$ cat config.mk
export PLATFORM = sky130hd
export DESIGN_NAME = fetch_queue
export DESIGN_NICKNAME = d
export VERILOG_FILES = /design/src/rtl/fetch_pkg.sv /design/src/rtl/fetch_queue.sv
export VERILOG_INCLUDE_DIRS = /design/src /design/src/rtl
export SDC_FILE = /design/constraint.sdc
export NUM_CORES = 1
export LEC_CHECK = 0
export BUFFER_PORTS_ARGS = -buffer_cell sky130_fd_sc_hd__buf_2
export CORE_MARGIN = 1
export CORE_UTILIZATION = 45
export DETAILED_ROUTE_END_ITERATION = 6
export PLACE_DENSITY = 0.77
export SYNTH_ARGS = -nofsm -noshare
export SYNTH_HDL_FRONTEND = slang
export SYNTH_SLANG_ARGS = --single-unit
$ cat constraint.sdc
create_clock -name clk -period 5.66 [get_ports clk]
set_input_delay 1.132 -clock clk [delete_from_list [all_inputs] [get_ports clk]]
set_output_delay 1.132 -clock clk [all_outputs]
set_load 0.01 [all_outputs]
$ cat src/rtl/fetch_params.svh
// Fetch frontend parameters for widths, queue depths, reset PC and memory size
`ifndef FETCH_PARAMS_SVH
`define FETCH_PARAMS_SVH

// Bundle geometry
`define FETCH_WIDTH 2
`define ILEN 32
`define PLEN 32
`define FETCH_BYTES 8

// Queue depths
`define REQ_DEPTH 4
`define INF_DEPTH 4
`define FQ_DEPTH 4

// Predictor and memory
`define BTB_ENTRIES 8
`define MEM_WORDS 256
`define MEM_LAT 2

`define EPOCH_W 3

// First fetch address after reset
`define RESET_PC 32'h80000000

`endif

$ cat src/rtl/fetch_pkg.sv
// Fetch frontend types shared by the predictor, controller, memory and fetch queue
`include "fetch_params.svh"

package fetch_pkg;

  typedef logic [`PLEN-1:0] addr_t;

  typedef logic [`ILEN-1:0] inst_t;

  // Slot 0 sits in the low bits
  typedef logic [`FETCH_WIDTH-1:0][`ILEN-1:0] bundle_t;

  typedef logic [`FETCH_WIDTH-1:0] slot_mask_t;

  typedef logic [$clog2(`FETCH_WIDTH)-1:0] slot_idx_t;

  typedef logic [`EPOCH_W-1:0] epoch_t;

  // Predicted next PC per slot
  typedef addr_t [`FETCH_WIDTH-1:0] npc_vec_t;

endpackage

$ cat src/rtl/fetch_queue.sv
// Circular fetch queue of bundles with flush and occupancy count
`timescale 1ns/100ps
`include "fetch_params.svh"

module fetch_queue (
  input  logic                           clk,
  input  logic                           rst,
  input  logic                           flush_i,
  input  logic                           enq_valid_i,
  input  fetch_pkg::addr_t               enq_pc_i,
  input  fetch_pkg::bundle_t             enq_data_i,
  input  fetch_pkg::slot_mask_t          enq_mask_i,
  input  fetch_pkg::npc_vec_t            enq_npc_i,
  output logic                           deq_valid_o,
  input  logic                           deq_ready_i,
  output fetch_pkg::addr_t               deq_pc_o,
  output fetch_pkg::bundle_t             deq_data_o,
  output fetch_pkg::slot_mask_t          deq_mask_o,
  output fetch_pkg::npc_vec_t            deq_npc_o,
  output logic [$clog2(`FQ_DEPTH+1)-1:0] count_o
);

  localparam int PTR_W = $clog2(`FQ_DEPTH);
  localparam int CNT_W = $clog2(`FQ_DEPTH + 1);

  fetch_pkg::addr_t      pc_q [`FQ_DEPTH];
  fetch_pkg::bundle_t    data_q [`FQ_DEPTH];
  fetch_pkg::slot_mask_t mask_q [`FQ_DEPTH];
  fetch_pkg::npc_vec_t   npc_q [`FQ_DEPTH];
  logic [PTR_W-1:0]      head_q;
  logic [PTR_W-1:0]      tail_q;
  logic [CNT_W-1:0]      count_q;
  logic                  push;
  logic                  pop;

  function automatic logic [PTR_W-1:0] ptr_inc(input logic [PTR_W-1:0] ptr);
    return (ptr == PTR_W'(`FQ_DEPTH - 1)) ? '0 : ptr + 1'b1;
  endfunction

  assign deq_valid_o = (count_q != '0);
  assign push        = enq_valid_i;
  assign pop         = deq_valid_o && deq_ready_i;

  assign deq_pc_o   = pc_q[head_q];
  assign deq_data_o = data_q[head_q];
  assign deq_mask_o = mask_q[head_q];
  assign deq_npc_o  = npc_q[head_q];
  assign count_o    = count_q;

  always_ff @(posedge clk) begin
    if (rst || flush_i) begin
      head_q  <= '0;
      tail_q  <= '0;
      count_q <= '0;
    end else begin
      if (push) begin
        tail_q <= ptr_inc(tail_q);
      end
      if (pop) begin
        head_q <= ptr_inc(head_q);
      end
      count_q <= count_q + CNT_W'(push) - CNT_W'(pop);
    end
  end

  always_ff @(posedge clk) begin
    if (push) begin
      pc_q[tail_q]   <= enq_pc_i;
      data_q[tail_q] <= enq_data_i;
      mask_q[tail_q] <= enq_mask_i;
      npc_q[tail_q]  <= enq_npc_i;
    end
  end

  // Upstream issue budget guarantees room for every returning bundle
  a_no_overflow: assert property (@(posedge clk) disable iff (rst)
    enq_valid_i && !flush_i |-> (count_q != CNT_W'(`FQ_DEPTH)));

endmodule

## After elaboration in Yosys (flattened, before gate mapping)

Memories as Yosys holds them, arrays and structs flattened. A register that Yosys moved wholly into a read port is not among the register bits.
Cells that the tools add are included.

| storage, ports and cells | value |
|---|---|
| bits in registers | 7 |
| RAM bits | 648 |
| input port bits | 167 |
| output and inout bits | 166 |
| word-level logic and storage cells | 28 |
| memories kept | 4 |

Memory list:

| name | depth | width | rd ports | clocked after memory_dff | wr ports | RTL line | RTL |
|---|---|---|---|---|---|---|---|
| data_q | 4 | 64 | 1 | 1 | 1 | fetch_queue.sv:27 | `` fetch_pkg::bundle_t data_q [`FQ_DEPTH]; `` |
| npc_q | 4 | 64 | 1 | 1 | 1 | fetch_queue.sv:29 | `` fetch_pkg::npc_vec_t npc_q [`FQ_DEPTH]; `` |
| pc_q | 4 | 32 | 1 | 1 | 1 | fetch_queue.sv:26 | `` fetch_pkg::addr_t pc_q [`FQ_DEPTH]; `` |
| mask_q | 4 | 2 | 1 | 1 | 1 | fetch_queue.sv:28 | `` fetch_pkg::slot_mask_t mask_q [`FQ_DEPTH]; `` |

| operators by class | value |
|---|---|
| $add $sub $neg | 4 |
| equality and inequality tests | 2 |
| muxes and demuxes | 12 |
| reduce and logical (&&, ||, !) cells | 3 |

Operators by type and width:

| operator | number |
|---|---|
| $mux 2 | 10 |
| $add 2x1->2 const B | 2 |
| $eq 2x2->1 const B | 2 |
| $add 3x1->3 | 1 |
| $reduce_bool 3->1 | 1 |
| $sub 3x1->3 | 1 |
| $mux 1 | 2 |
| $logic_and 1x1->1 | 1 |
| $logic_or 1x1->1 | 1 |

## Depth between registers and ports, before layout

Gate-level depths: netlist of the first run.

| depth | value |
|---|---|
| depth after elaboration | 4 |
| depth in mapped cells | 8 |
| mapped depth without buffers | 8 |

## Worst setup path before layout of the first run

OpenSTA, ideal clock, no wires.

| path | value |
|---|---|
| kind | input to register |
| start point | input enq_valid_i |
| end point | memory data_q[0][0] (netlist bit) (enable) |
| setup time | 0.541 ns |
| arrival time | 4.823 ns |
| data required time | 5.119 ns |
| slack | 0.297 ns |
| cell stages on the path | 1 |
| path buffers | 0 |
| path through | and2_1 |

| on the way | value |
|---|---|
| longest elaborated chain between the ends | 2 |

Ends and longest elaborated chain:

| element | RTL line | RTL |
|---|---|---|
| start: declaration | fetch_queue.sv:9 | `input logic enq_valid_i,` |
| $mux 1 | fetch_queue.sv:67 | `if (push) begin` |
| $mux 1 (not written as such) | fetch_queue.sv:69 | `data_q[tail_q] <= enq_data_i;` |
| end: declaration | fetch_queue.sv:27 |  |

Every way passes these cells.

==> results of run 1 <==
==> area by class of cell <==
type | count | area, µm² | area share (%)
Sequential cell | 657 | 19600 | 69.0
Multi-Input combinational cell | 191 | 3940 | 13.8
Timing Repair Buffer | 349 | 1880 | 6.59
Clock buffer | 73 | 1680 | 5.89
Tap cell | 680 | 851 | 2.99
Clock inverter | 45 | 460 | 1.62
Inverter | 5 | 18.8 | 0.0659
Antenna cell | 2 | 5.00 | 0.0176
==> cell usage after synthesis <==
master      n
mux2i_1     1
and2_1      4
xnor3_1     1
nor3b_1     4
buf_6      10
buf_1       2
mux2_2      2
o31a_1      1
a211oi_1    1
dfxtp_1     9
clkbuf_1    8
nor3_1      3
or3_1       1
inv_1       5
ha_1        7
nand2b_1    1
buf_2      18
edfxtp_1  648
fa_1        1
nor4_1      1
or3b_2      1
mux4_2    162
==> final timing paths <==
check,start,endpoint,slack [ps],cells after the start
worst max register to register,count_o[1],count_o[2],3600,8
worst max-delay path,flip-flop,deq_npc_o[63],1720,3
worst min register to register,tail_q[0],tail_q[0],540,2
worst min-delay path,tail_q[0],tail_q[0],540,2
==> cells in the final DEF, fill, tap and decap left out, types with 2 or more instances in the layout <==
cell type   netlist  routed
and2_4            0       4
buf_12            0       7
buf_2            18     332
buf_4             0      10
bufinv_16         0       8
clkbuf_1          8       7
clkbuf_16         0      66
clkinv_1          0      15
clkinv_2          0       9
clkinvlp_4        0       4
dfxtp_1           9       7
dfxtp_4           0       2
diode_2           0       2
edfxtp_1        648     648
ha_1              7       7
inv_1             5       5
inv_6             0       6
mux2_2            2       2
mux4_2          162     162
nor3_1            3       3
nor3b_1           4       4
==> sequential cells by signal, indices dropped and copies added, names as in the netlist, named ones only <==
register  count
tail_q        2
count_o       3
data_q      256
pc_q        128
mask_q        8
npc_q       256
head_q        2
==> routing by layer <==
metal	track usage, %	part of all wire [%]
met3	4.99	7.8
met5	0	0.20
met2	27.6	50
met4	6.11	2.3
met1	21.9	40
==> critical path, delay by kind of cell, from the launching register on <==
| family | cells | cell delay (ps) |
|---|---|---|
| DFF | 1 | 1000 |
| muxes | 1 | 550 |
| buffers and inverters | 2 | 610 |
==> kinds of logic (layout without fill, tap and decap cells) <==
logic type      count (synthesis)  in the layout  share of synthesized area [%]
mux                           165            165                           15.5
compound gates                  2              2                         0.0683
fa+ha+maj                       8              8                          0.452
other cells                     0              2                              0
simple gates                   15             15                          0.410
xor+xnor                        1              1                         0.0945
flops                         657            657                           82.4
buf+inv                        43            472                           1.09
==> per-stage QoR <==
stage,power (mW),util [%],cells,hold WS [ps],setup WS [ps]
after global routing,10.7,54.9,2001,581,1430
final,10.4,54.9,2002,540,1720
after global placement,6.17,50.8,1882,521,2220
after CTS,10.5,54.9,2000,542,1540
after floorplan,5.93,-,891,499,297
after detailed placement,6.20,50.8,1882,528,2200
==> power breakdown <==
group	total, mW	switching (mW)	internal (mW)	leakage (nW)
Combinational	0.572	0.301	0.271	2.38
Sequential	5.51	0.0421	5.47	6.03
Clock	4.28	1.76	2.52	1.04
==> run metrics, run 1 <==
synth top area cells=edfxtp_1 82%, mux4_2 15%, dfxtp_1 0.76%; Mean Syn Cell Area=26.7 µm²; post-route ant nets=0; Max VDD drop=0.000438 V; fin crit period=3940 ps; deepest clock path buffer count=3; 1st-iter DRT viols=616; Startpoint Class=flip-flop; DRT Pass-1 Iters=5; RSZ-0062 raised after global routing=false; CTS tree=yes; PortBufs=332; worst-margin pin slew=993 ps; gr usage total=17.0%; worst path cell trace=buf_4 -> mux4_2 -> buf_2; global-route wire length before repair=67.7 mm; Leak=9.44 nW; slowest cell delay on critical path=1000 ps; fillcell total=3760; setup TNS=0 ps; status=completed; Post-CTS Hold Buffers=0; Residual DRC=0; cell taking the most area after synthesis=edfxtp_1; yosys warns=0; Worst Setup End Kind=output port; die area=0.0539 mm²; CTS Buf Count=66; average wire per standard cell=22.6 µm; design area=0.0285 mm²; Skew-Pair Late Insertion Delay=590 ps; crit path kind=reg -> out; dpl hpwl=26.8 mm; Area after DPL=0.0263 mm²; Slew Limit Fails=0; H-tree lvl count=3; Rel. slew slack=33.8%; Synth Register Bits=657; post-synthesis cell type count=22; vias per std cell=5.36; layout cells sized above 1=46.7%; sequential share of the synthesized area=82.4%; Tcrit/Tclk final=69.7%; Die Ht=232 µm; antenna violations before repair=10; vias=10700; vias in the first global route=11400; gpl congestion=0.750; CTS clk-pin slew, worst paths=60 ps; largest net degree at the start of global routing=102; Syn-to-layout area delta=19.5%; PwrDens=364 mW/mm²; # setup viols final=0; Clock Sinks=657; CP max stage cell=dfxtp_4; Post-Syn Area=0.0238 mm²; CP max FO=44; max-cap violation count=0; PostCTS Resize Cnt=0; Post-Syn Instances=891; Core Rows=83; num ports=333; CP arrival=2810 ps; fmax=254 MHz; Worst Path Required=4530 ps; Post-CTS Setup Inserts=0; final hold vios=0; clk root buf=clkbuf_16; Synth top area share=81.7%; GRT overflow=0; core area=0.0518 mm²; Final Skew=12.5 ps; HP Class=reg -> reg; Syn Nets=1066; drt total wl=45.3 mm; Final nets=1445; starting density of the core=46.0%; Die X=232 µm
Note: power is estimated with default switching activity, not from simulation.
==> run 2, diff against run 1 <==
--- a/config.mk
+++ b/config.mk
@@ -10,7 +10,7 @@
 export CORE_MARGIN = 1
 export CORE_UTILIZATION = 45
 export DETAILED_ROUTE_END_ITERATION = 6
-export PLACE_DENSITY = 0.77
+export PLACE_DENSITY = 0.74
 export SYNTH_ARGS = -nofsm -noshare
 export SYNTH_HDL_FRONTEND = slang
 export SYNTH_SLANG_ARGS = --single-unit
==> constraint.sdc (replaced) <==
create_clock -name clk -period 3.9 [get_ports clk]
set_input_delay 0.78 -clock clk [delete_from_list [all_inputs] [get_ports clk]]
set_output_delay 0.78 -clock clk [all_outputs]
set_load 0.01 [all_outputs]
==> run 2 against run 1 <==
Effect of this change: routed wire length shrank 2.0%; setup slack lost 1000 ps; die area is the same; worst hold slack lost 150 ps; register-to-register slack lost 1800 ps; critical endpoint is now deq_npc_o[7]; global-route usage shrank 0.42 points; clock-buffer cell count grew 16; first-iteration DRC count grew 17%; clock skew grew 2.8 ps; cell count grew 0.50%; largest cell class unchanged; utilization grew 0.14 points.
==> run metrics, run 2 (same netlist as run 1, synthesis figures left out) <==
Setup WS post-layout=699 ps (was 1720 ps); Final Skew=15.3 ps (was 12.5 ps); 1st-iter DRT viols=723 (was 616); CTS clk-pin slew, worst paths=60 ps (about the same); # setup viols final=0 (unchanged); fmax=312 MHz; worst path cell trace=buf_12 -> mux4_2 -> buf_2 (was buf_4 -> mux4_2 -> buf_2); status=completed (unchanged); H-tree lvl count=3 (unchanged); post-route ant nets=0 (unchanged); busiest layer in global routing=met2 (unchanged); Crit Reg-Reg Startpoint=count_o[1] (unchanged); setup TNS=0 ps (unchanged); reg2reg path depth=8 (unchanged); deepest clock path buffer count=3 (unchanged); gpl congestion=0.714 (was 0.750); max-cap violation count=0 (unchanged); hold depth=1 (was 2); crit path kind=reg -> out (unchanged); worst-margin pin slew=756 ps (was 993 ps); largest net degree at the start of global routing=103 (was 102); Slew Limit Fails=0 (unchanged); delay-heaviest family, CP=flip-flops (unchanged); vias=10600 (was 10700); PortBufs=332 (unchanged); CTS Buf Count=67 (was 66); Core Rows=83 (unchanged); vias per std cell=5.27 (was 5.36); hold path endpoint=data_q[0][26] (was tail_q[0]); Rel. slew slack=49.6% (was 33.8%); drt total wl=44.4 mm (was 45.3 mm); fin crit period=3200 ps; layout cells sized above 1=46.3% (was 46.7%); highest-count cells in the layout ignoring fill and taps=648 x edfxtp_1, 332 x buf_2, 162 x mux4_2, 69 x clkbuf_16, 20 x clkbuf_1 (was 648 x edfxtp_1, 332 x buf_2, 162 x mux4_2, 66 x clkbuf_16, 15 x clkinv_1); Die Ht=232 µm (unchanged); Reg-to-Reg End=count_o[2] (unchanged); GRT overflow=0 (unchanged); slowest cell delay on critical path=700 ps (was 1000 ps); vias in the first global route=11100 (was 11400); met2 usage=25.8% (was 27.6%); Max VDD drop=0.000407 V (was 0.000438 V); Tcrit/Tclk final=82.1%; Regs by FF count=data_q x256, npc_q x256, pc_q x128 (unchanged); gr usage total=16.6% (was 17.0%); clk root buf=clkbuf_16 (unchanged); starting density of the core=46.0% (unchanged); core area=0.0518 mm² (unchanged); met1 GRT Util=21.5% (was 21.9%); Final nets=1453 (was 1445); Worst R2R Setup Slack=1830 ps (was 3600 ps); DRT Pass-1 Iters=4 (was 5); Clock Sinks=657 (unchanged); Skew-Pair Late Insertion Delay=580 ps (was 590 ps); global-route wire length before repair=66.1 mm (was 67.7 mm); CTS tree=yes (unchanged); Worst Path Required=3120 ps (was 4530 ps); Startpoint Class=flip-flop (unchanged); num ports=333 (unchanged); PwrDens=519 mW/mm² (was 364 mW/mm²); Hold Crit Start=enq_data_i[26] (was tail_q[0]); average wire per standard cell=22.1 µm (was 22.6 µm); die area=0.0539 mm² (unchanged); HP Class=in -> reg (was reg -> reg); Worst Setup End Kind=output port (unchanged); antenna violations before repair=13 (was 10); CP max FO=37 (was 44); RSZ-0062 raised after global routing=false (unchanged); final hold vios=0 (unchanged); worst path bufs/invs=2 (unchanged); Post-CTS Setup Inserts=0 (unchanged); M3 GR Usage=6.18% (was 4.99%); Residual DRC=0 (unchanged); Leak=9.46 nW (was 9.44 nW); dpl ws=1210 ps (was 2200 ps); Die X=232 µm (unchanged); PostCTS Resize Cnt=0 (unchanged); Post-CTS Hold Buffers=0 (unchanged); CP arrival=2420 ps (was 2810 ps); commonest non-fill, non-tap cell in the layout=edfxtp_1 (unchanged); CP max stage cell=dfxtp_4 (unchanged); Syn-to-layout area delta=19.8% (was 19.5%); dpl hpwl=27.1 mm (was 26.8 mm)
-- run 2: changes by cell type in the layout (fill, tap and decap cells not counted), sizes merged --
cell and delta:
buf +7, clkinv -5, diode +2, inv -4, clkbuf +16, clkinvlp -1, bufinv -5
-- run 2: power breakdown --
part | switching, mW | internal, mW | leakage [nW]
sequential | 0.0497 | 7.94 | 6.03
clock | 2.52 | 3.46 | 0.993
combinational | 0.445 | 0.402 | 2.44
total | 3.01 | 11.8 | 9.46
-- run 2: how the worst max path moves through the flow --
stage	from	end	slack, ps	cells past startpoint
2_1_floorplan	enq_valid_i	data_q[3][0]	690	1
5_1_grt	flip-flop	deq_npc_o[7]	510	3
3_3_place_gp	flip-flop	deq_npc_o[0]	1240	3
3_5_place_dp	flip-flop	deq_npc_o[0]	1210	3
4_1_cts	flip-flop	deq_npc_o[0]	550	3
6_report	flip-flop	deq_npc_o[7]	700	3
-- run 2: layout make-up --
type | count | area [µm²]
fill | 3784 | 23300
antenna | 4 | 10.0
inverter | 5 | 18.8
clock inverter | 30 | 253
tap | 680 | 851
sequential | 657 | 19600
clock buffer | 89 | 1800
multi-input combinational | 191 | 3940
timing repair buffer | 356 | 2030
-- run 2: metrics by stage --
stage | hold WS, ps | cell area (µm²) | total power, mW | instances | util [%]
after floorplan | 499 | 23800 | 8.59 | 891 | -
final | 392 | 28500 | 14.8 | 2012 | 55.1
after detailed placement | 541 | 26500 | 9.01 | 1889 | 51.1
after global routing | 353 | 28500 | 15.3 | 2009 | 55.1
after CTS | 340 | 28500 | 15.0 | 2008 | 55.1
after global placement | 516 | 26500 | 8.97 | 1889 | 51.1
-- run 2: layer usage --
metal,wire [µm],part of all wire (%)
met5,131,0.29
met4,1250,2.8
met3,3660,8.2
met2,21200,48
met1,18100,41
