--- src/rtl/fetch_params.svh ---
// Fetch frontend parameters for widths, queue depths, reset PC and memory size
`ifndef FETCH_PARAMS_SVH
`define FETCH_PARAMS_SVH

// Bundle geometry
`define FETCH_WIDTH 2
`define ILEN 32
`define PLEN 32
`define FETCH_BYTES 8

// Queue depths
`define REQ_DEPTH 4
`define INF_DEPTH 4
`define FQ_DEPTH 4

// Predictor and memory
`define BTB_ENTRIES 8
`define MEM_WORDS 256
`define MEM_LAT 2

`define EPOCH_W 3

// First fetch address after reset
`define RESET_PC 32'h80000000

`endif

--- src/rtl/fetch_pkg.sv ---
// Fetch frontend types shared by the predictor, controller, memory and fetch queue
`include "fetch_params.svh"

package fetch_pkg;

  typedef logic [`PLEN-1:0] addr_t;

  typedef logic [`ILEN-1:0] inst_t;

  // Slot 0 sits in the low bits
  typedef logic [`FETCH_WIDTH-1:0][`ILEN-1:0] bundle_t;

  typedef logic [`FETCH_WIDTH-1:0] slot_mask_t;

  typedef logic [$clog2(`FETCH_WIDTH)-1:0] slot_idx_t;

  typedef logic [`EPOCH_W-1:0] epoch_t;

  // Predicted next PC per slot
  typedef addr_t [`FETCH_WIDTH-1:0] npc_vec_t;

endpackage

--- src/rtl/fetch_ctrl.sv ---
// Fetch controller with pending and in-flight request queues, epochs and slot mask building
`timescale 1ns/100ps
`include "fetch_params.svh"

module fetch_ctrl (
  input  logic                           clk,
  input  logic                           rst,
  input  logic                           redirect_valid_i,
  input  fetch_pkg::addr_t               redirect_pc_i,
  output fetch_pkg::addr_t               query_pc_o,
  input  logic                           pred_hit_i,
  input  fetch_pkg::slot_idx_t           pred_slot_i,
  input  fetch_pkg::addr_t               pred_target_i,
  input  fetch_pkg::addr_t               next_pc_i,
  output logic                           req_valid_o,
  output fetch_pkg::addr_t               req_addr_o,
  input  logic                           rsp_valid_i,
  input  fetch_pkg::bundle_t             rsp_data_i,
  input  logic [$clog2(`FQ_DEPTH+1)-1:0] fq_count_i,
  output logic                           enq_valid_o,
  output fetch_pkg::addr_t               enq_pc_o,
  output fetch_pkg::bundle_t             enq_data_o,
  output fetch_pkg::slot_mask_t          enq_mask_o,
  output fetch_pkg::npc_vec_t            enq_npc_o
);

  localparam int REQ_PTR_W  = $clog2(`REQ_DEPTH);
  localparam int REQ_CNT_W  = $clog2(`REQ_DEPTH + 1);
  localparam int INF_PTR_W  = $clog2(`INF_DEPTH);
  localparam int INF_CNT_W  = $clog2(`INF_DEPTH + 1);
  localparam int FQ_CNT_W   = $clog2(`FQ_DEPTH + 1);
  localparam int INST_BYTES = `ILEN / 8;
  localparam int DRAIN_W    = $clog2(`MEM_LAT + 1);

  typedef enum logic {
    ST_RUN,
    ST_DRAIN
  } state_e;

  state_e             state_q;
  logic [DRAIN_W-1:0] drain_cnt_q;
  fetch_pkg::addr_t   pc_q;
  fetch_pkg::epoch_t  epoch_q;

  // Pending queue of predicted requests
  fetch_pkg::addr_t     req_pc_q [`REQ_DEPTH];
  logic                 req_hit_q [`REQ_DEPTH];
  fetch_pkg::slot_idx_t req_slot_q [`REQ_DEPTH];
  fetch_pkg::addr_t     req_target_q [`REQ_DEPTH];
  logic [REQ_PTR_W-1:0] req_head_q;
  logic [REQ_PTR_W-1:0] req_tail_q;
  logic [REQ_CNT_W-1:0] req_count_q;

  // In-flight queue of issued requests
  fetch_pkg::addr_t     inf_pc_q [`INF_DEPTH];
  logic                 inf_hit_q [`INF_DEPTH];
  fetch_pkg::slot_idx_t inf_slot_q [`INF_DEPTH];
  fetch_pkg::addr_t     inf_target_q [`INF_DEPTH];
  fetch_pkg::epoch_t    inf_epoch_q [`INF_DEPTH];
  logic [INF_PTR_W-1:0] inf_head_q;
  logic [INF_PTR_W-1:0] inf_tail_q;
  logic [INF_CNT_W-1:0] inf_count_q;

  logic                 req_empty;
  logic                 req_full;
  logic                 inf_empty;
  logic                 inf_full;
  logic                 budget_ok;
  logic                 req_enq;
  logic                 req_issue;
  logic                 rsp_capture;
  logic [REQ_PTR_W-1:0] enq_idx;

  function automatic logic [REQ_PTR_W-1:0] req_ptr_inc(input logic [REQ_PTR_W-1:0] ptr);
    return (ptr == REQ_PTR_W'(`REQ_DEPTH - 1)) ? '0 : ptr + 1'b1;
  endfunction

  function automatic logic [INF_PTR_W-1:0] inf_ptr_inc(input logic [INF_PTR_W-1:0] ptr);
    return (ptr == INF_PTR_W'(`INF_DEPTH - 1)) ? '0 : ptr + 1'b1;
  endfunction

  assign req_empty = (req_count_q == '0);
  assign req_full  = (req_count_q == REQ_CNT_W'(`REQ_DEPTH));
  assign inf_empty = (inf_count_q == '0);
  assign inf_full  = (inf_count_q == INF_CNT_W'(`INF_DEPTH));

  // Every in-flight request must find a fetch queue slot when it returns
  assign budget_ok = (int'(fq_count_i) + int'(inf_count_q)) < `FQ_DEPTH;

  assign query_pc_o = redirect_valid_i ? redirect_pc_i : pc_q;

  assign req_issue = !redirect_valid_i && !req_empty && !inf_full && budget_ok;
  assign req_enq   = redirect_valid_i || !req_full || req_issue;
  assign enq_idx   = redirect_valid_i ? '0 : req_tail_q;

  assign req_valid_o = req_issue;
  assign req_addr_o  = req_pc_q[req_head_q];

  assign rsp_capture = rsp_valid_i && !redirect_valid_i && !inf_empty &&
                       (inf_epoch_q[inf_head_q] == epoch_q);

  assign enq_valid_o = rsp_capture;
  assign enq_pc_o    = inf_pc_q[inf_head_q];
  assign enq_data_o  = rsp_data_i;

  // Slots past a predicted taken branch are squashed
  always_comb begin
    for (int i = 0; i < `FETCH_WIDTH; i++) begin
      enq_mask_o[i] = 1'b1;
      enq_npc_o[i]  = inf_pc_q[inf_head_q] + fetch_pkg::addr_t'(INST_BYTES * (i + 1));
      if (inf_hit_q[inf_head_q]) begin
        if (i > int'(inf_slot_q[inf_head_q])) begin
          enq_mask_o[i] = 1'b0;
          enq_npc_o[i]  = '0;
        end else if (i == int'(inf_slot_q[inf_head_q])) begin
          enq_npc_o[i] = inf_target_q[inf_head_q];
        end
      end
    end
  end

  always_ff @(posedge clk) begin
    if (rst) begin
      pc_q        <= `RESET_PC;
      epoch_q     <= '0;
      req_head_q  <= '0;
      req_tail_q  <= '0;
      req_count_q <= '0;
      inf_head_q  <= '0;
      inf_tail_q  <= '0;
      inf_count_q <= '0;
      state_q     <= ST_RUN;
      drain_cnt_q <= '0;
    end else if (redirect_valid_i) begin
      // Restart with the redirect target as the only pending entry
      pc_q        <= next_pc_i;
      epoch_q     <= epoch_q + 1'b1;
      req_head_q  <= '0;
      req_tail_q  <= req_ptr_inc('0);
      req_count_q <= REQ_CNT_W'(1);
      inf_head_q  <= '0;
      inf_tail_q  <= '0;
      inf_count_q <= '0;
      state_q     <= ST_DRAIN;
      drain_cnt_q <= DRAIN_W'(`MEM_LAT - 1);
    end else begin
      if (req_enq) begin
        pc_q       <= next_pc_i;
        req_tail_q <= req_ptr_inc(req_tail_q);
      end
      if (req_issue) begin
        req_head_q <= req_ptr_inc(req_head_q);
        inf_tail_q <= inf_ptr_inc(inf_tail_q);
      end
      if (rsp_capture) begin
        inf_head_q <= inf_ptr_inc(inf_head_q);
      end
      req_count_q <= req_count_q + REQ_CNT_W'(req_enq) - REQ_CNT_W'(req_issue);
      inf_count_q <= inf_count_q + INF_CNT_W'(req_issue) - INF_CNT_W'(rsp_capture);
      if (state_q == ST_DRAIN) begin
        drain_cnt_q <= drain_cnt_q - 1'b1;
        if (drain_cnt_q <= DRAIN_W'(1)) begin
          state_q <= ST_RUN;
        end
      end
    end
  end

  always_ff @(posedge clk) begin
    if (req_enq) begin
      req_pc_q[enq_idx]     <= query_pc_o;
      req_hit_q[enq_idx]    <= pred_hit_i;
      req_slot_q[enq_idx]   <= pred_slot_i;
      req_target_q[enq_idx] <= pred_target_i;
    end
    if (req_issue) begin
      inf_pc_q[inf_tail_q]     <= req_pc_q[req_head_q];
      inf_hit_q[inf_tail_q]    <= req_hit_q[req_head_q];
      inf_slot_q[inf_tail_q]   <= req_slot_q[req_head_q];
      inf_target_q[inf_tail_q] <= req_target_q[req_head_q];
      inf_epoch_q[inf_tail_q]  <= epoch_q;
    end
  end

  // Budget check in this block keeps the fetch queue from overflowing
  a_capture_room: assert property (@(posedge clk) disable iff (rst)
    rsp_capture |-> (fq_count_i != FQ_CNT_W'(`FQ_DEPTH)));

  // Outside the drain window every response belongs to the current epoch and is kept
  a_run_capture: assert property (@(posedge clk) disable iff (rst)
    (state_q == ST_RUN) && rsp_valid_i && !redirect_valid_i |-> rsp_capture);

endmodule

--- config.mk ---
export PLATFORM = sky130hd
export DESIGN_NAME = fetch_ctrl
export DESIGN_NICKNAME = d
export VERILOG_FILES = /design/src/rtl/fetch_pkg.sv /design/src/rtl/fetch_ctrl.sv
export VERILOG_INCLUDE_DIRS = /design/src /design/src/rtl
export SDC_FILE = /design/constraint.sdc
export NUM_CORES = 1
export LEC_CHECK = 0
export ABC_AREA = 1
export BUFFER_PORTS_ARGS = -buffer_cell sky130_fd_sc_hd__buf_2
export CORE_AREA = 2 2 205 207
export CTS_BUF_LIST = sky130_fd_sc_hd__clkbuf_8
export DETAILED_ROUTE_END_ITERATION = 12
export DIE_AREA = 0 0 207 209
export HOLD_SLACK_MARGIN = 0.02
export PLACE_DENSITY = 0.87
export SYNTH_ARGS = -nofsm -noshare
export SYNTH_HDL_FRONTEND = slang
export SYNTH_SLANG_ARGS = --single-unit
--- constraint.sdc ---
create_clock -name clk -period 20.3 [get_ports clk]
set_input_delay 5.075 -clock clk [delete_from_list [all_inputs] [get_ports clk]]
set_output_delay 5.075 -clock clk [all_outputs]
set_load 0.02 [all_outputs]
* Yosys cells after proc, flatten, opt, wreduce, memory -nomap -nowiden
Memories as Yosys holds them, arrays and structs flattened. A register that Yosys moved wholly into a read port is not among the register bits.
Cells that the tools add are included.
** Storage, ports and cells
- Logic and storage cells :: 97
- Input port bits :: 169
- Output and inout port bits :: 228
- Memories kept :: 9
- Bits in registers :: 49
- Memory bits (writable) :: 540
** Memories
- inf_pc_q :: words 4, width 32, read ports 1, clocked after memory_dff 1, wr ports 1, RTL line fetch_ctrl.sv:55 : fetch_pkg::addr_t inf_pc_q [`INF_DEPTH];
- inf_target_q :: words 4, width 32, read ports 1, clocked after memory_dff 1, wr ports 1, RTL line fetch_ctrl.sv:58 : fetch_pkg::addr_t inf_target_q [`INF_DEPTH];
- req_pc_q :: words 4, width 32, read ports 1, clocked after memory_dff 1, wr ports 1, RTL line fetch_ctrl.sv:46 : fetch_pkg::addr_t req_pc_q [`REQ_DEPTH];
- req_target_q :: words 4, width 32, read ports 1, clocked after memory_dff 1, wr ports 1, RTL line fetch_ctrl.sv:49 : fetch_pkg::addr_t req_target_q [`REQ_DEPTH];
- inf_epoch_q :: words 4, width 3, read ports 1, clocked after memory_dff 1, wr ports 1, RTL line fetch_ctrl.sv:59 : fetch_pkg::epoch_t inf_epoch_q [`INF_DEPTH];
- inf_hit_q :: words 4, width 1, read ports 1, clocked after memory_dff 1, wr ports 1, RTL line fetch_ctrl.sv:56 : logic inf_hit_q [`INF_DEPTH];
- +3 memories
** Operators by class
- Equal/unequal tests :: 7
- Reduce and logical (&&, ||, !) cells :: 17
- Muxes and demuxes :: 40
- Add/subtract/negate cells :: 12
- Order comparisons :: 2
** Operators with widths (number)
- $mux 32 :: 8
- $mux 2 :: 23
- $add 32x3->32 const B :: 1
- $add 32x4->32 const B :: 1
- $mux 1 :: 9
- $add 2x1->2 const B :: 4
- $eq 2x2->1 const B :: 4
- $add 3x1->3 :: 2
- $eq 3x3->1 const B :: 2
- $logic_and 1x1->1 :: 6
- $logic_not 3->1 :: 2
- $sub 3x1->3 :: 2
- $logic_not 1->1 :: 5
- $add 3x3->4 :: 1
- $lt 4x3->1 const B :: 1
- $add 3x1->3 const B :: 1
- $eq 3x3->1 :: 1
- $logic_or 1x1->1 :: 2
- $reduce_bool 2->1 :: 1
- $reduce_or 2->1 :: 1
- $gt 1x1->1 const A :: 1

* Depth between registers and ports, before layout
- Depth after elaboration :: 9
- Gate-level depth with buffers :: 18
- Gate-level depth less buffers :: 15

* Worst setup path after synthesis
OpenSTA, ideal clock, no wires.
- Path kind :: input to register
- Start point :: input port fq_count_i[2]
- End point :: memory req_hit_q[2] (enable)
- Data required time :: 19647 ps
- Buffers on the path :: 2
- Stages :: 8
- Library setup time :: 653 ps
- Arrival :: 12763 ps
- Path slack :: 6884 ps
- Cells stage by stage :: ha_1 nor2_1 nand2_1 nor3_2 nor2_1 buf_2 buf_2 nor4_1
** On the way
- Longest elaborated chain between the ends :: 6
** Ends and longest elaborated chain
- from (decl) :: RTL line fetch_ctrl.sv:19 : input logic [$clog2(`FQ_DEPTH+1)-1:0] fq_count_i,
- $add 3x3->4 :: RTL line fetch_ctrl.sv:88 : assign budget_ok = (int'(fq_count_i) + int'(inf_count_q)) < `FQ_DEPTH;
- $lt 4x3->1 (no source line)
- $logic_and 1x1->1 :: RTL line fetch_ctrl.sv:92 : assign req_issue = !redirect_valid_i && !req_empty && !inf_full && budget_ok;
- net req_valid_o :: RTL line fetch_ctrl.sv:15 : output logic req_valid_o,
- $logic_or 1x1->1 :: RTL line fetch_ctrl.sv:93 : assign req_enq = redirect_valid_i || !req_full || req_issue;
- $mux 1 :: RTL line fetch_ctrl.sv:170 : if (req_enq) begin
- $mux 1 (implied by the code) :: RTL line fetch_ctrl.sv:172 : req_hit_q[enq_idx] <= pred_hit_i;
- to (decl) :: RTL line fetch_ctrl.sv:47 : logic req_hit_q [`REQ_DEPTH];
The timed path passes the listed nets, and every way through them passes these cells.

* Final worst setup path
- Start point :: input port redirect_valid_i
- End point :: output port query_pc_o[6]
** On the way
- Longest elaborated chain between the ends :: 1
** Ends and longest elaborated chain
- from (decl) :: RTL line fetch_ctrl.sv:8 : input logic redirect_valid_i,
- $mux 32 :: RTL line fetch_ctrl.sv:90 : assign query_pc_o = redirect_valid_i ? redirect_pc_i : pc_q;
- to (decl) :: RTL line fetch_ctrl.sv:10 : output fetch_pkg::addr_t query_pc_o,
Every way passes these cells.

==> results.txt <==
- The H-tree was split into 3 levels.
* Total clock buffers created by CTS: 91
- The root buffer cell chosen for the clock tree is clkbuf_8.
- Count of buffering cells on the critical path with inverters included: 4
- Post CTS Setup Buffer Count: 0
- At the worst endpoint, the arrival time is 6660 ps.
- Starting density of the core: 62.2%
- Endpoint required time on the critical path: 15230 ps
* Leakage: 0.0113 µW
- The worst setup path is captured at an output port.
- Total GRT Usage: 31.9%
- For this run, the register share of the synthesized area comes to 67.3%.
* Total I/O pin count: 397
* Max IR drop VDD: 62.1 µV
- Traced cell by cell, the critical path runs through buf_2, buf_4, inv_2, nand2_1, nand2_1, buf_2.
* Die Y: 209 µm
- Total count of hold-check failures in the final report: 0
- Number of filler cells placed in the layout: 2817
* Max Fanout on Critical Path: 42
- Number of unique standard cell types used by synthesis: 37
- The tightest hold path in the finished design has a slack of 493 ps.
- The count of nets left with antenna violations once routing finished came out at 0.
- Net count of the finished layout: 2792
- Result of the run: completed
- Chip Width: 207 µm
- Global-route wire length before repair: 105000 µm
- After clock tree synthesis, the clock-pin slew on the worst setup and hold paths is 60 ps.
- In this design, the stage delay of the slowest critical-path cell is 600 ps.
- Layout-stage area growth over the synthesis result: 11.6%
* Internal power: 1990 µW
- In the global route stage, met3 resource usage came out at 6.33%.
* Sequential group share of total power: 53.5%
- Peak clock frequency supported by timing: 0.0852 GHz
- The initialized floorplan defines 75 standard-cell rows.
- The pre-antenna-repair detailed-routing pass consisted of 9 iterations.
* Final clock period utilization by the worst path: 57.8%
- The library cell used most frequently in the layout, excluding fill and tap cells, is nand2_1.
* Post-route minimum period: 11740 ps
* Average wire length per cell after detail routing: 21.9 µm
- Multi-input gate area: 7160 µm²
- The floorplan step defined a die boundary enclosing 43300 µm².
- Via density per instance: 6.10
* Clock Power Share: 36.1%
* Cell Pwr Density: 92.8 nW/µm²
* Remaining global-route overflow: 0
- Synthesis-stage register bit count: 593
- Clock skew on the completed layout was measured at 26.8 ps.
- The HPWL after detailed placement is 44900 µm.
- Number of warnings issued by yosys: 0
- When the netlist entered floorplanning its net count stood at 2596.
- The number of global-route vias before repair is 19000.
- Unrepaired setup endpoints after global routing: false
* Slowest cell on crit path: inv_2
- A synthesized cell averages 10.7 µm².
* Critical hold path startpoint: pc_q[19]
- Of the cells placed in the final design, the portion with a size suffix greater than 1 is 17.3%.
- The top cell types in the final layout, fill and taps aside, are nand2_1, edfxtp_1, nor2_1.
- Max-cap check violation count: 0
- Least-Margin Pin Slew: 1220 ps
- The total area inside the core boundary comes to 41300 µm².
- Global-route met2 utilization: 52.3%
- Setup TNS Final: 0 ps
* Clock sink count: 593
* Max-slew headroom: 18.7%
- Across all layers, the routed design uses 19600 vias.
- Pwr Total: 2660 µW
- Net switching is 25.1% of the power.
- The sequential cells in the finished layout cover a total of 17300 µm².
- Worst setup startpoint: redirect_valid_i
- Setup violations remaining at the end of the flow were counted as 0.
- Hold repair after CTS inserted 0 buffers.
- Most heavily used metal layer in global routing: met2
- For this block, the initial DRC count from the detailed router was 2293.
- HP Class: reg -> reg
- Maximum number of pins on one net before global-route repair: 111
* Cell family with the largest share of critical-path delay: buffers and inverters
- Total count of max-transition violations in the final report: 0
- Category of the worst setup path launch point: input port
* Latest clock arrival within the worst-skew pair: 640 ps
- Post-CTS Resized: 0
- Post-synthesis cell count: 2410
- Post-synthesis instance area: 25700 µm²
- Clock tree from TritonCTS: yes
- Logic gate share of total power: 10.4%
- In the routed design, unresolved DRC markers number 0.
- Summed over all layers, the routed wires come to 70400 µm.
- By startpoint and endpoint, the worst setup path is classified as in -> out.
* I/O Buffers: 267
* Clock buffer depth: 3
- Global routing used 39.9% of the available met1 tracks.
- GP Congestion: 1.01
- For this design the total switching power over the nets is 666 µW.
- Antenna violations before repair: 4
flip-flops by register name (all words and copies together), names as in the netlist, 12 cells and up, named ones only:
register	cells
inf_pc_q	128
inf_target_q	128
req_pc_q	128
req_target_q	128
pc_q	32
inf_epoch_q	12
tightest hold or removal path, delay by kind of cell (launching register included):
family,cells,cell delay [ps]
flops,1,330
simple gates,2,130
stage by stage:
step                      area, µm²  cells  utilization [%]  setup slack (ps)
after global routing          28600   3215             69.4              8480
after global placement        26900   3052             65.1              8710
after floorplan               25700   2410                -              6880
after CTS                     28600   3213             69.4              8570
final                         28600   3216             69.4              8560
after detailed placement      26900   3052             65.1              8590
synth_stat cells (all sizes together):
| cell | number | share of area (%) |
|---|---|---|
| nand3 | 132 | 2.6 |
| o31ai | 2 | 0.058 |
| a32o | 7 | 0.27 |
| dfxtp | 53 | 4.1 |
| nor2 | 361 | 5.6 |
| xor2 | 10 | 0.34 |
| a32oi | 2 | 0.097 |
| nand4 | 2 | 0.049 |
| a211oi | 2 | 0.058 |
| a21oi | 15 | 0.29 |
| fa | 2 | 0.16 |
| o211a | 1 | 0.039 |
| edfxtp | 540 | 63 |
| clkbuf | 74 | 1.1 |
| o22ai | 97 | 2.4 |
| or2 | 1 | 0.024 |
| ha | 15 | 0.73 |
| o21ai | 278 | 5.4 |
| a22o | 2 | 0.068 |
| buf | 113 | 3.1 |
| nor3 | 7 | 0.16 |
| conb | 2 | 0.029 |
| nand2 | 628 | 9.3 |
| nor4 | 1 | 0.024 |
| inv | 60 | 0.88 |
| clkinv | 1 | 0.015 |
| xnor2 | 2 | 0.068 |
final cells by class:
type	count	share of cell area (%)
flip-flops and latches	593	60.3
well taps	539	2.35
multi-input cells	1569	25.0
clock inverters	53	1.03
repair buffers	290	5.27
diodes	3	0.0262
inverters	61	0.808
clock buffers	108	5.19
cells by family after synthesis:
family	after synthesis	share of synthesized area, %
compound gates	406	8.67
other cells	2	0.0293
xor+xnor	12	0.409
buf+inv	248	5.04
flops	593	67.3
fa+ha+maj	17	0.887
simple gates	1132	17.7
power by group through the flow:
| stage | Clock (µW) | Sequential, µW | Combinational (µW) |
|---|---|---|---|
| finish | 958 | 1420 | 277 |
| global route | 1020 | 1420 | 297 |
| CTS | 963 | 1420 | 274 |
| detailed placement | 0 | 1450 | 272 |
| global placement | 0 | 1440 | 261 |
| floorplan | 0 | 1440 | 178 |
final timing paths:
kind | to | slack, ps | depth (start not counted)
hold / removal | pc_q[19] | 490 | 2
setup / recovery | query_pc_o[6] | 8560 | 6
setup reg to reg | inf_count_q[2] | 15980 | 15
hold reg to reg | pc_q[19] | 490 | 2
routing by layer:
layer | vias up | routed length (µm) | share of wire [%]
li1 | 8706 | - | -
met1 | 9291 | 24900 | 35
met2 | 1346 | 34400 | 49
met3 | 273 | 7480 | 11
met4 | 0 | 3690 | 5.2
met5 | - | 0 | 0
Note: power is estimated with default switching activity, not from simulation.
