===== src/rtl/fetch_params.svh =====
// Fetch frontend parameters for widths, queue depths, reset PC and memory size
`ifndef FETCH_PARAMS_SVH
`define FETCH_PARAMS_SVH

// Bundle geometry
`define FETCH_WIDTH 2
`define ILEN 32
`define PLEN 32
`define FETCH_BYTES 8

// Queue depths
`define REQ_DEPTH 4
`define INF_DEPTH 4
`define FQ_DEPTH 4

// Predictor and memory
`define BTB_ENTRIES 8
`define MEM_WORDS 256
`define MEM_LAT 2

`define EPOCH_W 3

// First fetch address after reset
`define RESET_PC 32'h80000000

`endif


===== src/rtl/fetch_pkg.sv =====
// Fetch frontend types shared by the predictor, controller, memory and fetch queue
`include "fetch_params.svh"

package fetch_pkg;

  typedef logic [`PLEN-1:0] addr_t;

  typedef logic [`ILEN-1:0] inst_t;

  // Slot 0 sits in the low bits
  typedef logic [`FETCH_WIDTH-1:0][`ILEN-1:0] bundle_t;

  typedef logic [`FETCH_WIDTH-1:0] slot_mask_t;

  typedef logic [$clog2(`FETCH_WIDTH)-1:0] slot_idx_t;

  typedef logic [`EPOCH_W-1:0] epoch_t;

  // Predicted next PC per slot
  typedef addr_t [`FETCH_WIDTH-1:0] npc_vec_t;

endpackage


===== src/rtl/btb_pred.sv =====
// Branch target buffer that predicts the next fetch PC and the taken slot of a bundle
`timescale 1ns/100ps
`include "fetch_params.svh"

module btb_pred (
  input  logic                 clk,
  input  logic                 rst,
  input  fetch_pkg::addr_t     query_pc_i,
  input  logic                 upd_valid_i,
  input  fetch_pkg::addr_t     upd_pc_i,
  input  fetch_pkg::slot_idx_t upd_slot_i,
  input  fetch_pkg::addr_t     upd_target_i,
  output logic                 pred_hit_o,
  output fetch_pkg::slot_idx_t pred_slot_o,
  output fetch_pkg::addr_t     pred_target_o,
  output fetch_pkg::addr_t     next_pc_o
);

  localparam int OFF_W = $clog2(`FETCH_BYTES);
  localparam int IDX_W = $clog2(`BTB_ENTRIES);
  localparam int TAG_W = `PLEN - OFF_W - IDX_W;

  logic [`BTB_ENTRIES-1:0] valid_q;
  logic [TAG_W-1:0]        tag_q [`BTB_ENTRIES];
  fetch_pkg::slot_idx_t    slot_q [`BTB_ENTRIES];
  fetch_pkg::addr_t        target_q [`BTB_ENTRIES];

  logic [IDX_W-1:0] q_idx;
  logic [TAG_W-1:0] q_tag;
  logic [IDX_W-1:0] u_idx;
  logic [TAG_W-1:0] u_tag;
  logic             hit;

  // Index sits just above the bundle offset, tag takes the rest
  assign q_idx = query_pc_i[OFF_W +: IDX_W];
  assign q_tag = query_pc_i[`PLEN-1 -: TAG_W];
  assign u_idx = upd_pc_i[OFF_W +: IDX_W];
  assign u_tag = upd_pc_i[`PLEN-1 -: TAG_W];

  assign hit = valid_q[q_idx] && (tag_q[q_idx] == q_tag);

  assign pred_hit_o    = hit;
  assign pred_slot_o   = hit ? slot_q[q_idx] : '0;
  assign pred_target_o = hit ? target_q[q_idx] : '0;

  // Fall through to the next sequential bundle on a miss
  assign next_pc_o = hit ? target_q[q_idx]
                         : query_pc_i + fetch_pkg::addr_t'(`FETCH_BYTES);

  always_ff @(posedge clk) begin
    if (rst) begin
      valid_q <= '0;
    end else if (upd_valid_i) begin
      valid_q[u_idx] <= 1'b1;
    end
  end

  always_ff @(posedge clk) begin
    if (upd_valid_i) begin
      tag_q[u_idx]    <= u_tag;
      slot_q[u_idx]   <= upd_slot_i;
      target_q[u_idx] <= upd_target_i;
    end
  end

endmodule


===== config.mk =====
export PLATFORM = sky130hd
export DESIGN_NAME = btb_pred
export DESIGN_NICKNAME = d
export VERILOG_FILES = /design/src/rtl/fetch_pkg.sv /design/src/rtl/btb_pred.sv
export VERILOG_INCLUDE_DIRS = /design/src /design/src/rtl
export SDC_FILE = /design/constraint.sdc
export NUM_CORES = 1
export LEC_CHECK = 0
export BUFFER_PORTS_ARGS = -buffer_cell sky130_fd_sc_hd__buf_2
export CORE_MARGIN = 3
export CORE_UTILIZATION = 55
export DETAILED_ROUTE_END_ITERATION = 12
export GPL_ROUTABILITY_DRIVEN = 0
export PLACE_DENSITY = 0.8
export RECOVER_POWER = 100
export SLEW_MARGIN = 10
export SYNTH_ARGS = -nofsm -noshare
export SYNTH_HDL_FRONTEND = slang
export SYNTH_SLANG_ARGS = --single-unit

===== constraint.sdc =====
create_clock -name clk -period 14.6 [get_ports clk]
set_clock_uncertainty 0.1 [all_clocks]
set_input_delay 1.46 -clock clk [delete_from_list [all_inputs] [get_ports clk]]
set_output_delay 1.46 -clock clk [all_outputs]
set_load 0.05 [all_outputs]

# Word-level counts from Yosys, hierarchy flattened
# Memory sizes are Yosys's and may differ from the RTL's.
# Cells that the tools add are included.
# word_totals
reg_bits	8
memories	3
word_cells	21
output_inout_bits	66
ramBits	472
# mem_list
name	words	word_bits	rd	rd_clocked_by_memory_dff	wr	line	text
target_q	8	32	1	0	1	btb_pred.sv:26	fetch_pkg::addr_t target_q [`BTB_ENTRIES];
tag_q	8	26	1	0	1	btb_pred.sv:24	logic [TAG_W-1:0] tag_q [`BTB_ENTRIES];
slot_q	8	1	1	0	1	btb_pred.sv:25	fetch_pkg::slot_idx_t slot_q [`BTB_ENTRIES];
# classes
n_addsub	1
n_eq_ne	1
bitwise	1
muxes	9
n_lt_le_gt_ge	3
n_reduce_logical	2
# op_table
cell	count
2-to-1 mux 32 bit	2
adder 32 x 4 -> 32 bit (second input constant)	1
== test 26 bit	1
< comparator 3 x 4 -> 1 bit (second input constant)	2
bitwise OR 8 bit	1
2-to-1 mux 1 bit	5
binary-select mux 1 bit (select 3 bit)	1
demux 1 bit (select 3 bit)	1
>= comparator 3 x 1 -> 1 bit (second input constant)	1
logical AND 1 bit	2

# Longest topological paths before layout
# Gate-level depths: netlist (run 1).
# logic_depth
ltp_word	5
ltp_mapped	12

# Least setup slack after synthesis (run 1)
# No wires, ideal clock.
# synth_path
kind	in2reg
startpoint	input port upd_pc_i[3]
endpoint	memory slot_q[0] (netlist bit), enable pin
arrival_time_ns	5.704
stages	2
path_slack_ns	8.245
t_required_ns	13.948
path_cell_list	nand2b_1 -> nor3_1
# synth_lines
item	line	text
start, declared	btb_pred.sv:10	input fetch_pkg::addr_t upd_pc_i,
end, declared	btb_pred.sv:25	
# Straight into the memory's write port.

# Worst setup path after layout (run 1)
# layout_path
startpoint	input port query_pc_i[5]
endpoint	output port next_pc_o[22]
# layout_between
elab_chain_cells	4
elab_cells_between_ends	8
# layout_rtl
item	line	text
start, declared	btb_pred.sv:8	input fetch_pkg::addr_t query_pc_i,
branches (longest 3 deep; another with adder 32 x 4 -> 32 bit)	-	
2-to-1 mux 32 bit (*)	btb_pred.sv:47	assign next_pc_o = hit ? target_q[q_idx]
end, declared	btb_pred.sv:16	output fetch_pkg::addr_t next_pc_o
# Every way passes the cells marked *. The select of a mux whose other input is x is not followed.

==> flow_summary_export.csv, run 1 <==
group,metric,value,unit
power_and_ir_drop,switchingPower,0.632,mW
layout,drive_gt1_frac,0.167,
timing,rsz0062_at_grt,"no",
power_and_ir_drop,sw_frac_of_total,0.217,
timing,period_needed,10820,ps
yosys,synth_nets,1101,
floorplan,core_area,34600,um2
route,drc,0,
global_route,grt_util_all_layers,0.236,
route,met2_wirelength,21.2,mm
floorplan,die-height,194,um
yosys,ys_seq_area_frac,0.740,
yosys,avgSynthCellArea,19.4,um2
timing,finalSetupViolCount,0,
placement,dpl.hpwl,25.4,mm
clock_network,tritoncts,"done",
yosys,syn_inst,1000,
global_route,antenna_found_initial,8,
route,drt_iter0_markers,1246,
global_route,grt_max_degree,67,
clock_network,ctsRootBufferMaster,"clkbuf_16",
yosys,ys_async_sr_fraction,0,
setup_path,r2r-end,"valid_q[1]$_SDFFE_PP0P_",
yosys,netlist_top_cells_count,"472 x edfxtp_1, 142 x mux2i_1, 84 x mux4_2",
run_status,violations,"max-capacitance violations, max-slew violations",
worst_hold_path,holdCritPathClass,"reg2reg",
setup_path,r2r-start,"valid_q[1]$_SDFFE_PP0P_",
setup_path,reg2regPathDepth,2,
route,viasPerCell,6.21,
power_and_ir_drop,combPwrFrac,0.071,
clock_network,numCtsBuffers,46,
clock_network,clk_latency,540,ps
worst_hold_path,hold_start,"valid_q[2]$_SDFFE_PP0P_",
layout,area_growth,13.3,%
placement,portBuffers,162,
worst_hold_path,hold_path_end,"valid_q[2]$_SDFFE_PP0P_",
floorplan,fp.dieW,194,um
route,ant_nets,0,
yosys,synth_most_common_cell,"edfxtp_1",
yosys,synth.cell_area,19400,um2
yosys,synth-edff-count,472,
floorplan,dieArea,37500,um2
floorplan,initial_core_util,0.559,
clock_network,path_clk_slew,60,ps
route,num_vias,10400,
route,met1_length,17.0,mm
yosys,yosysTopAreaCellShare,0.732,
timing,fmax,0.0924,GHz
global_route,grt_pass1_vias,10500,
timing,min_period_over_period,0.741,
power_and_ir_drop,p_seq_frac,0.541,
floorplan,rows,68,
clock_network,clockBufferDepth,3,
yosys,ys_warn_count,0,
route,highest_layer,"met5",
clock_network,cts-hold-fix-buffers,0,
floorplan,pin_count,166,
yosys,synth_cell_types,41,
timing,slew_viol_final,548,
setup_path,worstPathRequired,13040,ps
timing,final.setup.tns,0,ps
timing,tightest_slew,4620,ps
layout,finalNetCount,1278,
power_and_ir_drop,clockPowerShare,0.388,
worst_hold_path,hold_depth,2,
yosys,synth.area.top_cells,"edfxtp_1 73%, mux4_2 9.8%, mux2i_1 7.3%, nor2_1 1.2%, xor2_1 1.1%",
route,detail_route.wirelength,44.5,mm
global_route,gr-total-overflow,0,
route,wl_met3,4.89,mm
run,maxCapViolCount,9,
global_route,grt_pass1_wl,66.7,mm
clock_network,htree_levels,2,
setup_path,path_max_fanout,66,
setup_path,rrSetupSlack,13800,ps
yosys,synth_ff_type,"edfxtp_1",
route,wl_per_cell,26.5,um
setup_path,arrival,9260,ps
clock_network,cts_sinks,480,
timing,slew_headroom,-2.08,
clock_network,ctsResizeCount,0,
power_and_ir_drop,p_int,2.28,mW
power_and_ir_drop,power_density,133,nW/um2
timing,hold_viol,0,
setup_path,critPathCaptureType,"primary output",
power_and_ir_drop,p_leak,7.45,nW
route,dr.pass1.iters,5,
run_status,outcome,"complete, but fails checks",
layout,fin_util,0.634,
yosys,synth-seq-cells,480,
power_and_ir_drop,ir_worst_vdd,0.109,mV
clock_network,post_cts_buffers,0,
setup_path,crit_path_start_kind,"input port",
setup_path,critPathKind,"in2out",
yosys,synth.largest_area_cell,"edfxtp_1",
-- through the flow --
stage	cells	cell area, um2	hold WS (ps)	worst slack [ps]	power (mW)
after floorplan	1000	19400	335	8240	1.73
after global placement	1584	20700	344	7330	1.80
after detailed placement	1584	20700	360	7290	1.81
after CTS	1667	22100	375	7190	2.93
after global routing	1669	21900	405	3620	3.00
final	1678	21900	375	3780	2.91
-- sequential cells by signal, summed over array words and instances, names as in the netlist --
| name | cells |
|---|---|
| slot_q | 8 |
| tag_q | 208 |
| target_q | 256 |
| valid_q | 8 |
-- power by group through the flow --
stage | clock [mW] | combinational, mW | sequential [mW]
2_1_floorplan | 0 | 0.128 | 1.60
3_3_place_gp | 0 | 0.202 | 1.60
3_5_place_dp | 0 | 0.206 | 1.60
4_1_cts | 1.15 | 0.208 | 1.57
5_1_grt | 1.20 | 0.219 | 1.58
6_report | 1.13 | 0.206 | 1.58
-- metal layers --
metal / up-vias / track usage
li1: 4413 / -
met1: 5322 / 0.330
met2: 587 / 0.369
met3: 102 / 0.0626
met4: 2 / 0.0788
met5: - / 0
-- cells by family after synthesis --
| family | Yosys count | share of synthesized area |
|---|---|---|
| AO/OA/AOI/OAI | 54 | 0.0209 |
| XOR/XNOR | 41 | 0.0185 |
| adder cells (fa/ha/maj) | 1 | 0.000646 |
| buffers and inverters | 58 | 0.0146 |
| flip-flops | 480 | 0.740 |
| multiplexers | 228 | 0.172 |
| AND/OR/NAND/NOR | 138 | 0.0332 |
-- area by class of cell --
cell class | count | area [um2]
Inverter | 10 | 37.5
Sequential cell | 480 | 14300
Fill cell | 2381 | 12700
Tap cell | 455 | 569
Clock inverter | 22 | 170
Multi-Input combinational cell | 462 | 4800
Antenna cell | 11 | 27.5
Timing Repair Buffer | 177 | 751
Clock buffer | 61 | 1260
-- worst max path at each step --
stage	startpoint	end	slack, ps	cells after the start
2_1_floorplan	upd_pc_i[3]	slot_q[0]$_DFFE_PP_	8240	2
3_3_place_gp	query_pc_i[5]	next_pc_o[7]	7330	11
3_5_place_dp	query_pc_i[5]	next_pc_o[22]	7290	11
4_1_cts	query_pc_i[5]	next_pc_o[24]	7190	11
5_1_grt	query_pc_i[5]	next_pc_o[22]	3620	11
6_report	query_pc_i[5]	next_pc_o[22]	3780	11
-- layout by cell type, fill, tap and decap left out, types with 4 or more instances in the layout --
master | netlist | final
clkinv_2 | 0 | 10
nor2_4 | 0 | 6
buf_2 | 22 | 36
nand3_1 | 13 | 13
a22o_1 | 5 | 5
clkbuf_1 | 10 | 144
edfxtp_1 | 472 | 472
diode_2 | 0 | 11
nor2_1 | 62 | 56
nor2b_1 | 5 | 5
nor3_1 | 5 | 5
nand2_1 | 22 | 22
a21oi_1 | 4 | 4
inv_1 | 9 | 9
clkbuf_16 | 0 | 48
xor2_1 | 24 | 24
nand2b_1 | 4 | 4
nand4_1 | 7 | 7
clkinv_1 | 0 | 7
and4_1 | 4 | 4
and3_1 | 10 | 10
xnor2_1 | 17 | 17
mux2i_1 | 142 | 142
dfxtp_1 | 8 | 8
a22oi_1 | 27 | 27
buf_4 | 6 | 7
a21o_1 | 5 | 5
mux4_2 | 84 | 84
-- critical path, cell delays in order --
cell and delay (ps):
buf_6 470, clkbuf_1 3260, nor2b_1 1000, a22oi_1 480, and4_1 240, o2111ai_1 140
nor4b_1 530, nand4_1 200, buf_4 430, mux2i_1 420, clkbuf_1 510
Note: power is estimated with default switching activity, not from simulation.
==> inputs of run 2 (changes only) <==
clock period = 10.3 ns   (was 14.6 ns; I/O delays follow)
==> flow_summary_export.csv, run 2 (synthesis gave the netlist of run 1 again) <==
group,metric,value,unit
setup_path,rrSetupSlack,9530,ps
global_route,grt_util_all_layers,0.225,
global_route,antenna_found_initial,6,
timing,rsz0062_at_grt,"no",
run_status,violations,"max-capacitance violations, max-slew violations",
route,num_vias,10200,
timing,slew_headroom,-2.07,
timing,slew_viol_final,490,
layout,area_growth,13.1,%
clock_network,clk_latency,540,ps
setup_path,r2r-start,"valid_q[7]$_SDFFE_PP0P_",
worst_hold_path,hold_path_end,"valid_q[3]$_SDFFE_PP0P_",
floorplan,pin_count,166,
clock_network,tritoncts,"done",
route,detail_route.wirelength,42.8,mm
setup_path,crit_chain,"buf_6 > buf_4 > nor2b_1 > nand2_1 > and4_1 > o2111ai_1 > nor4b_1 > nand4_1 > buf_4 > mux2i_1 > clkbuf_1",
setup_path,critPathCaptureType,"primary output",
power_and_ir_drop,power_density,187,nW/um2
timing,fmax,0.154,GHz
clock_network,cts-hold-fix-buffers,0,
floorplan,dieArea,37500,um2
setup_path,path_common_cell,"buf_4",
timing,period_needed,6500,ps
run_status,outcome,"complete, but fails checks",
clock_network,numCtsBuffers,46,
clock_network,post_cts_buffers,0,
route,dr.pass1.iters,5,
layout,multi_input_area,4790,um2
placement,placed_area,20700,um2
floorplan,initial_core_util,0.559,
clock_network,htree_levels,2,
layout,drive_gt1_frac,0.162,
layout,finalNetCount,1279,
worst_hold_path,hold_start,"valid_q[3]$_SDFFE_PP0P_",
floorplan,die-height,194,um
route,ant_nets,0,
layout,reg.largest.list,"target_q x256, tag_q x208",
setup_path,crit_path_start_kind,"input port",
setup_path,reg2regPathDepth,2,
setup_path,cp_slowest_stage_delay,740,ps
floorplan,fp.dieW,194,um
timing,tightest_slew,4600,ps
layout,layout_common_cells,"472 x edfxtp_1, 147 x clkbuf_1, 142 x mux2i_1",
clock_network,ctsRootBufferMaster,"clkbuf_16",
layout,final_common_cell,"edfxtp_1",
timing,finalSetupViolCount,0,
run,maxCapViolCount,9,
route,viasPerCell,6.06,
clock_network,cts_sinks,480,
clock_network,clockBufferDepth,3,
setup_path,worstPathRequired,9170,ps
route,drc,0,
power_and_ir_drop,p_leak,7.43,nW
worst_hold_path,holdCritPathClass,"reg2reg",
route,wl_per_cell,25.5,um
route,drt_iter0_markers,1209,
clock_network,ctsResizeCount,0,
setup_path,path_max_fanout,66,
worst_hold_path,hold_depth,2,
setup_path,crit_slowest_cell,"buf_4",
floorplan,core_area,34600,um2
layout,fillCellCount,2407,
placement,portBuffers,162,
power_and_ir_drop,ir_worst_vdd,0.160,mV
setup_path,critPathKind,"in2out",
global_route,gr-total-overflow,0,
layout,largest_register_ffs,256,
placement,dpl.hpwl,24.9,mm
layout,final_area,21900,um2
floorplan,rows,68,
timing,min_period_over_period,0.632,
layout,regArea,14300,um2
global_route,grt_pass1_wl,63.4,mm
global_route,grt_pass1_vias,9923,
global_route,grt_max_degree,67,
layout,regMostFlops,"target_q",
clock_network,path_clk_slew,60,ps
timing,final.setup.tns,0,ps
setup_path,arrival,5370,ps
timing,hold_viol,0,
setup_path,r2r-end,"valid_q[7]$_SDFFE_PP0P_",
-- run 2: per-stage QoR --
step | utilization | hold slack (ps) | setup WS (ps) | instances | total power, mW
2_1_floorplan | - | 335 | 4370 | 1000 | 2.45
3_3_place_gp | 0.598 | 344 | 4020 | 1585 | 2.55
3_5_place_dp | 0.598 | 360 | 3990 | 1585 | 2.56
4_1_cts | 0.638 | 375 | 3980 | 1665 | 4.12
5_1_grt | 0.632 | 409 | 3560 | 1667 | 4.22
6_report | 0.633 | 373 | 3800 | 1674 | 4.10
-- run 2: final cells by class --
cell class / instances / area share
clock inverter: 17 / 0.00719
tap: 455 / 0.0260
inverter: 10 / 0.00171
multi-input combinational: 462 / 0.219
timing repair buffer: 178 / 0.0348
antenna: 9 / 0.00103
sequential: 480 / 0.654
clock buffer: 63 / 0.0564
-- run 2: worst max-delay path by stage --
stage	slack, ps	depth (start not counted)	endpoint	startpoint
after floorplan	4370	2	slot_q[0]$_DFFE_PP_	upd_pc_i[3]
after global placement	4020	11	next_pc_o[22]	query_pc_i[5]
after detailed placement	3990	11	next_pc_o[22]	query_pc_i[5]
after CTS	3980	11	next_pc_o[22]	query_pc_i[5]
after global routing	3560	11	next_pc_o[22]	query_pc_i[5]
final	3800	11	next_pc_o[24]	query_pc_i[5]
-- run 2: worst max-delay path: cells and delay by family --
family          cells  cell delay (ps)
buf+inv             4             2540
simple gates        5             1100
mux                 1              390
compound gates      1              200
-- run 2: per-layer routing --
metal	global-route usage	vias up	share of wire
li1	-	4408	-
met1	0.329	5163	0.40
met2	0.348	497	0.47
met3	0.0533	77	0.10
met4	0.0627	6	0.025
met5	0	-	0.00082
-- run 2: power by group --
| group | switching, mW | total [mW] | leakage (nW) | internal, mW |
|---|---|---|---|---|
| registers | 0.0148 | 2.23 | 4.35 | 2.22 |
| logic | 0.185 | 0.285 | 2.40 | 0.100 |
| clock network | 0.667 | 1.58 | 0.677 | 0.911 |
==> inputs of run 3 (changes only) <==
CORE_UTILIZATION = 54   (was 55)
PLACE_DENSITY = 0.82   (was 0.8)
clock period = 5.3 ns   (was 10.3 ns; I/O delays follow)
==> flow_summary_export.csv, run 3 (synthesis gave the netlist of run 1 again) <==
group,metric,value,unit
run_status,outcome,"complete, but fails checks",
run_status,violations,"max-capacitance violations, max-slew violations",
layout,drive_gt1_frac,0.182,
timing,finalSetupViolCount,0,
route,detail_route.wirelength,44.3,mm
global_route,antenna_found_initial,8,
global_route,grt_pass1_vias,10500,
route,ant_nets,0,
setup_path,arrival,4170,ps
placement,portBuffers,162,
floorplan,rows,68,
route,drt_iter0_markers,1196,
floorplan,fp.dieW,195,um
setup_path,path_common_cell,"buf_4",
clock_network,tritoncts,"done",
clock_network,numCtsBuffers,47,
timing,rsz0062_at_grt,"no",
timing,slew_headroom,-2.02,
placement,dpl.hpwl,26.4,mm
global_route,grt_max_degree,67,
global_route,gr-total-overflow,0,
layout,largest_register_ffs,256,
timing,hold-worst-slack,168,ps
timing,period_needed,4800,ps
clock_network,htree_levels,2,
worst_hold_path,holdCritPathClass,"in2reg",
power_and_ir_drop,power_density,372,nW/um2
layout,reg.largest.list,"target_q x256, tag_q x208",
layout,final-instance-count-excl-fill,1683,
timing,hold_viol,0,
layout,finalNetCount,1286,
clock_network,post_cts_buffers,0,
global_route,grt_pass1_wl,65.8,mm
timing,tightest_slew,4530,ps
floorplan,pin_count,166,
setup_path,crit_path_start_kind,"input port",
layout,fin_util,0.634,
setup_path,path_max_fanout,66,
route,drc,0,
clock_network,ctsResizeCount,0,
power_and_ir_drop,p_leak,7.57,nW
clock_network,cts_sinks,480,
route,wl_per_cell,26.3,um
clock_network,clockBufferDepth,3,
clock_network,clk_latency,540,ps
floorplan,core_area,35000,um2
timing,fmax,0.208,GHz
layout,area_growth,14.5,%
route,viasPerCell,6.14,
layout,layout_common_cells,"472 x edfxtp_1, 142 x mux2i_1, 138 x clkbuf_1",
setup_path,critPathCaptureType,"primary output",
clock_network,cts-hold-fix-buffers,0,
timing,slew_viol_final,457,
setup_path,cp_slowest_stage_delay,510,ps
setup_path,crit_buf_inv,5,
clock_network,path_clk_slew,70,ps
run,maxCapViolCount,8,
setup_path,critPathKind,"in2out",
setup_path,crit_slowest_cell,"clkbuf_1",
floorplan,dieArea,38200,um2
placement,dp.cells,1591,
timing,min_period_over_period,0.906,
setup_path,crit_chain,"buf_4 > buf_4 > buf_4 > mux2i_1 > nand2_1 > a31oi_1 > o2111ai_1 > nor4b_1 > nand4_1 > buf_12 > mux2i_1 > clkbuf_1",
route,num_vias,10300,
clock_network,ctsRootBufferMaster,"clkbuf_16",
floorplan,initial_core_util,0.554,
floorplan,die-height,195,um
global_route,grt_util_all_layers,0.231,
layout,final_common_cell,"edfxtp_1",
power_and_ir_drop,ir_worst_vdd,0.311,mV
route,dr.pass1.iters,5,
layout,regMostFlops,"target_q",
timing,final.setup.tns,0,ps
setup_path,critPathTopFamily,"buffers and inverters",
setup_path,worstPathRequired,4670,ps
==> run 3: cell count changes in the layout (fill, tap and decap cells not counted), moves of 3 or more <==
| cell | delta |
|---|---|
| clkbuf_1 | -9 |
| clkinv_2 | +4 |
| clkinvlp_4 | +4 |
| bufinv_16 | +3 |
| clkinv_1 | -3 |
| diode_2 | -3 |
==> run 3: cell type report <==
cell class                      count  area (um2)
Sequential cell                   480       14300
Fill cell                        2438       12800
Multi-Input combinational cell    462        4820
Clock buffer                       58        1250
Timing Repair Buffer              184         832
Tap cell                          455         569
Clock inverter                     28         328
Inverter                           10        37.5
Antenna cell                        6        15.0
==> run 3: per-stage QoR <==
step           setup WS (ps)  total power [mW]  cell area [um2]
2_1_floorplan           1330              4.75            19400
3_3_place_gp             757              4.96            20800
3_5_place_dp             704              4.98            20800
4_1_cts                  685              8.30            22400
5_1_grt                  267              8.51            22200
6_report                 496              8.25            22200
==> run 3: worst register-to-register path, stage by stage, from the launching register on <==
cell     delay (ps)
dfxtp_1         350
nor2_1           60
nor2_1          220
==> run 3: where the power goes <==
group	switching [mW]	internal, mW	total [mW]
sequential	0.0297	4.31	4.34
combinational	0.368	0.197	0.565
clock	1.37	1.98	3.35
total	1.77	6.48	8.25
==> run 3: layer usage <==
metal	global-route usage	share of wire	up-vias
li1	-	-	4423
met5	0	0.0013	-
met2	0.361	0.48	589
met1	0.337	0.39	5228
met4	0.0615	0.024	8
met3	0.0516	0.10	82
==> run 3: final timing paths <==
path | slack (ps) | depth (start not counted) | end | start
worst min-delay path | 170 | 2 | valid_q[5]$_SDFFE_PP0P_ | rst
worst max-delay path | 500 | 12 | next_pc_o[7] | query_pc_i[4]
worst max register to register | 4500 | 2 | valid_q[5]$_SDFFE_PP0P_ | valid_q[5]$_SDFFE_PP0P_
worst min register to register | 390 | 2 | valid_q[4]$_SDFFE_PP0P_ | valid_q[4]$_SDFFE_PP0P_
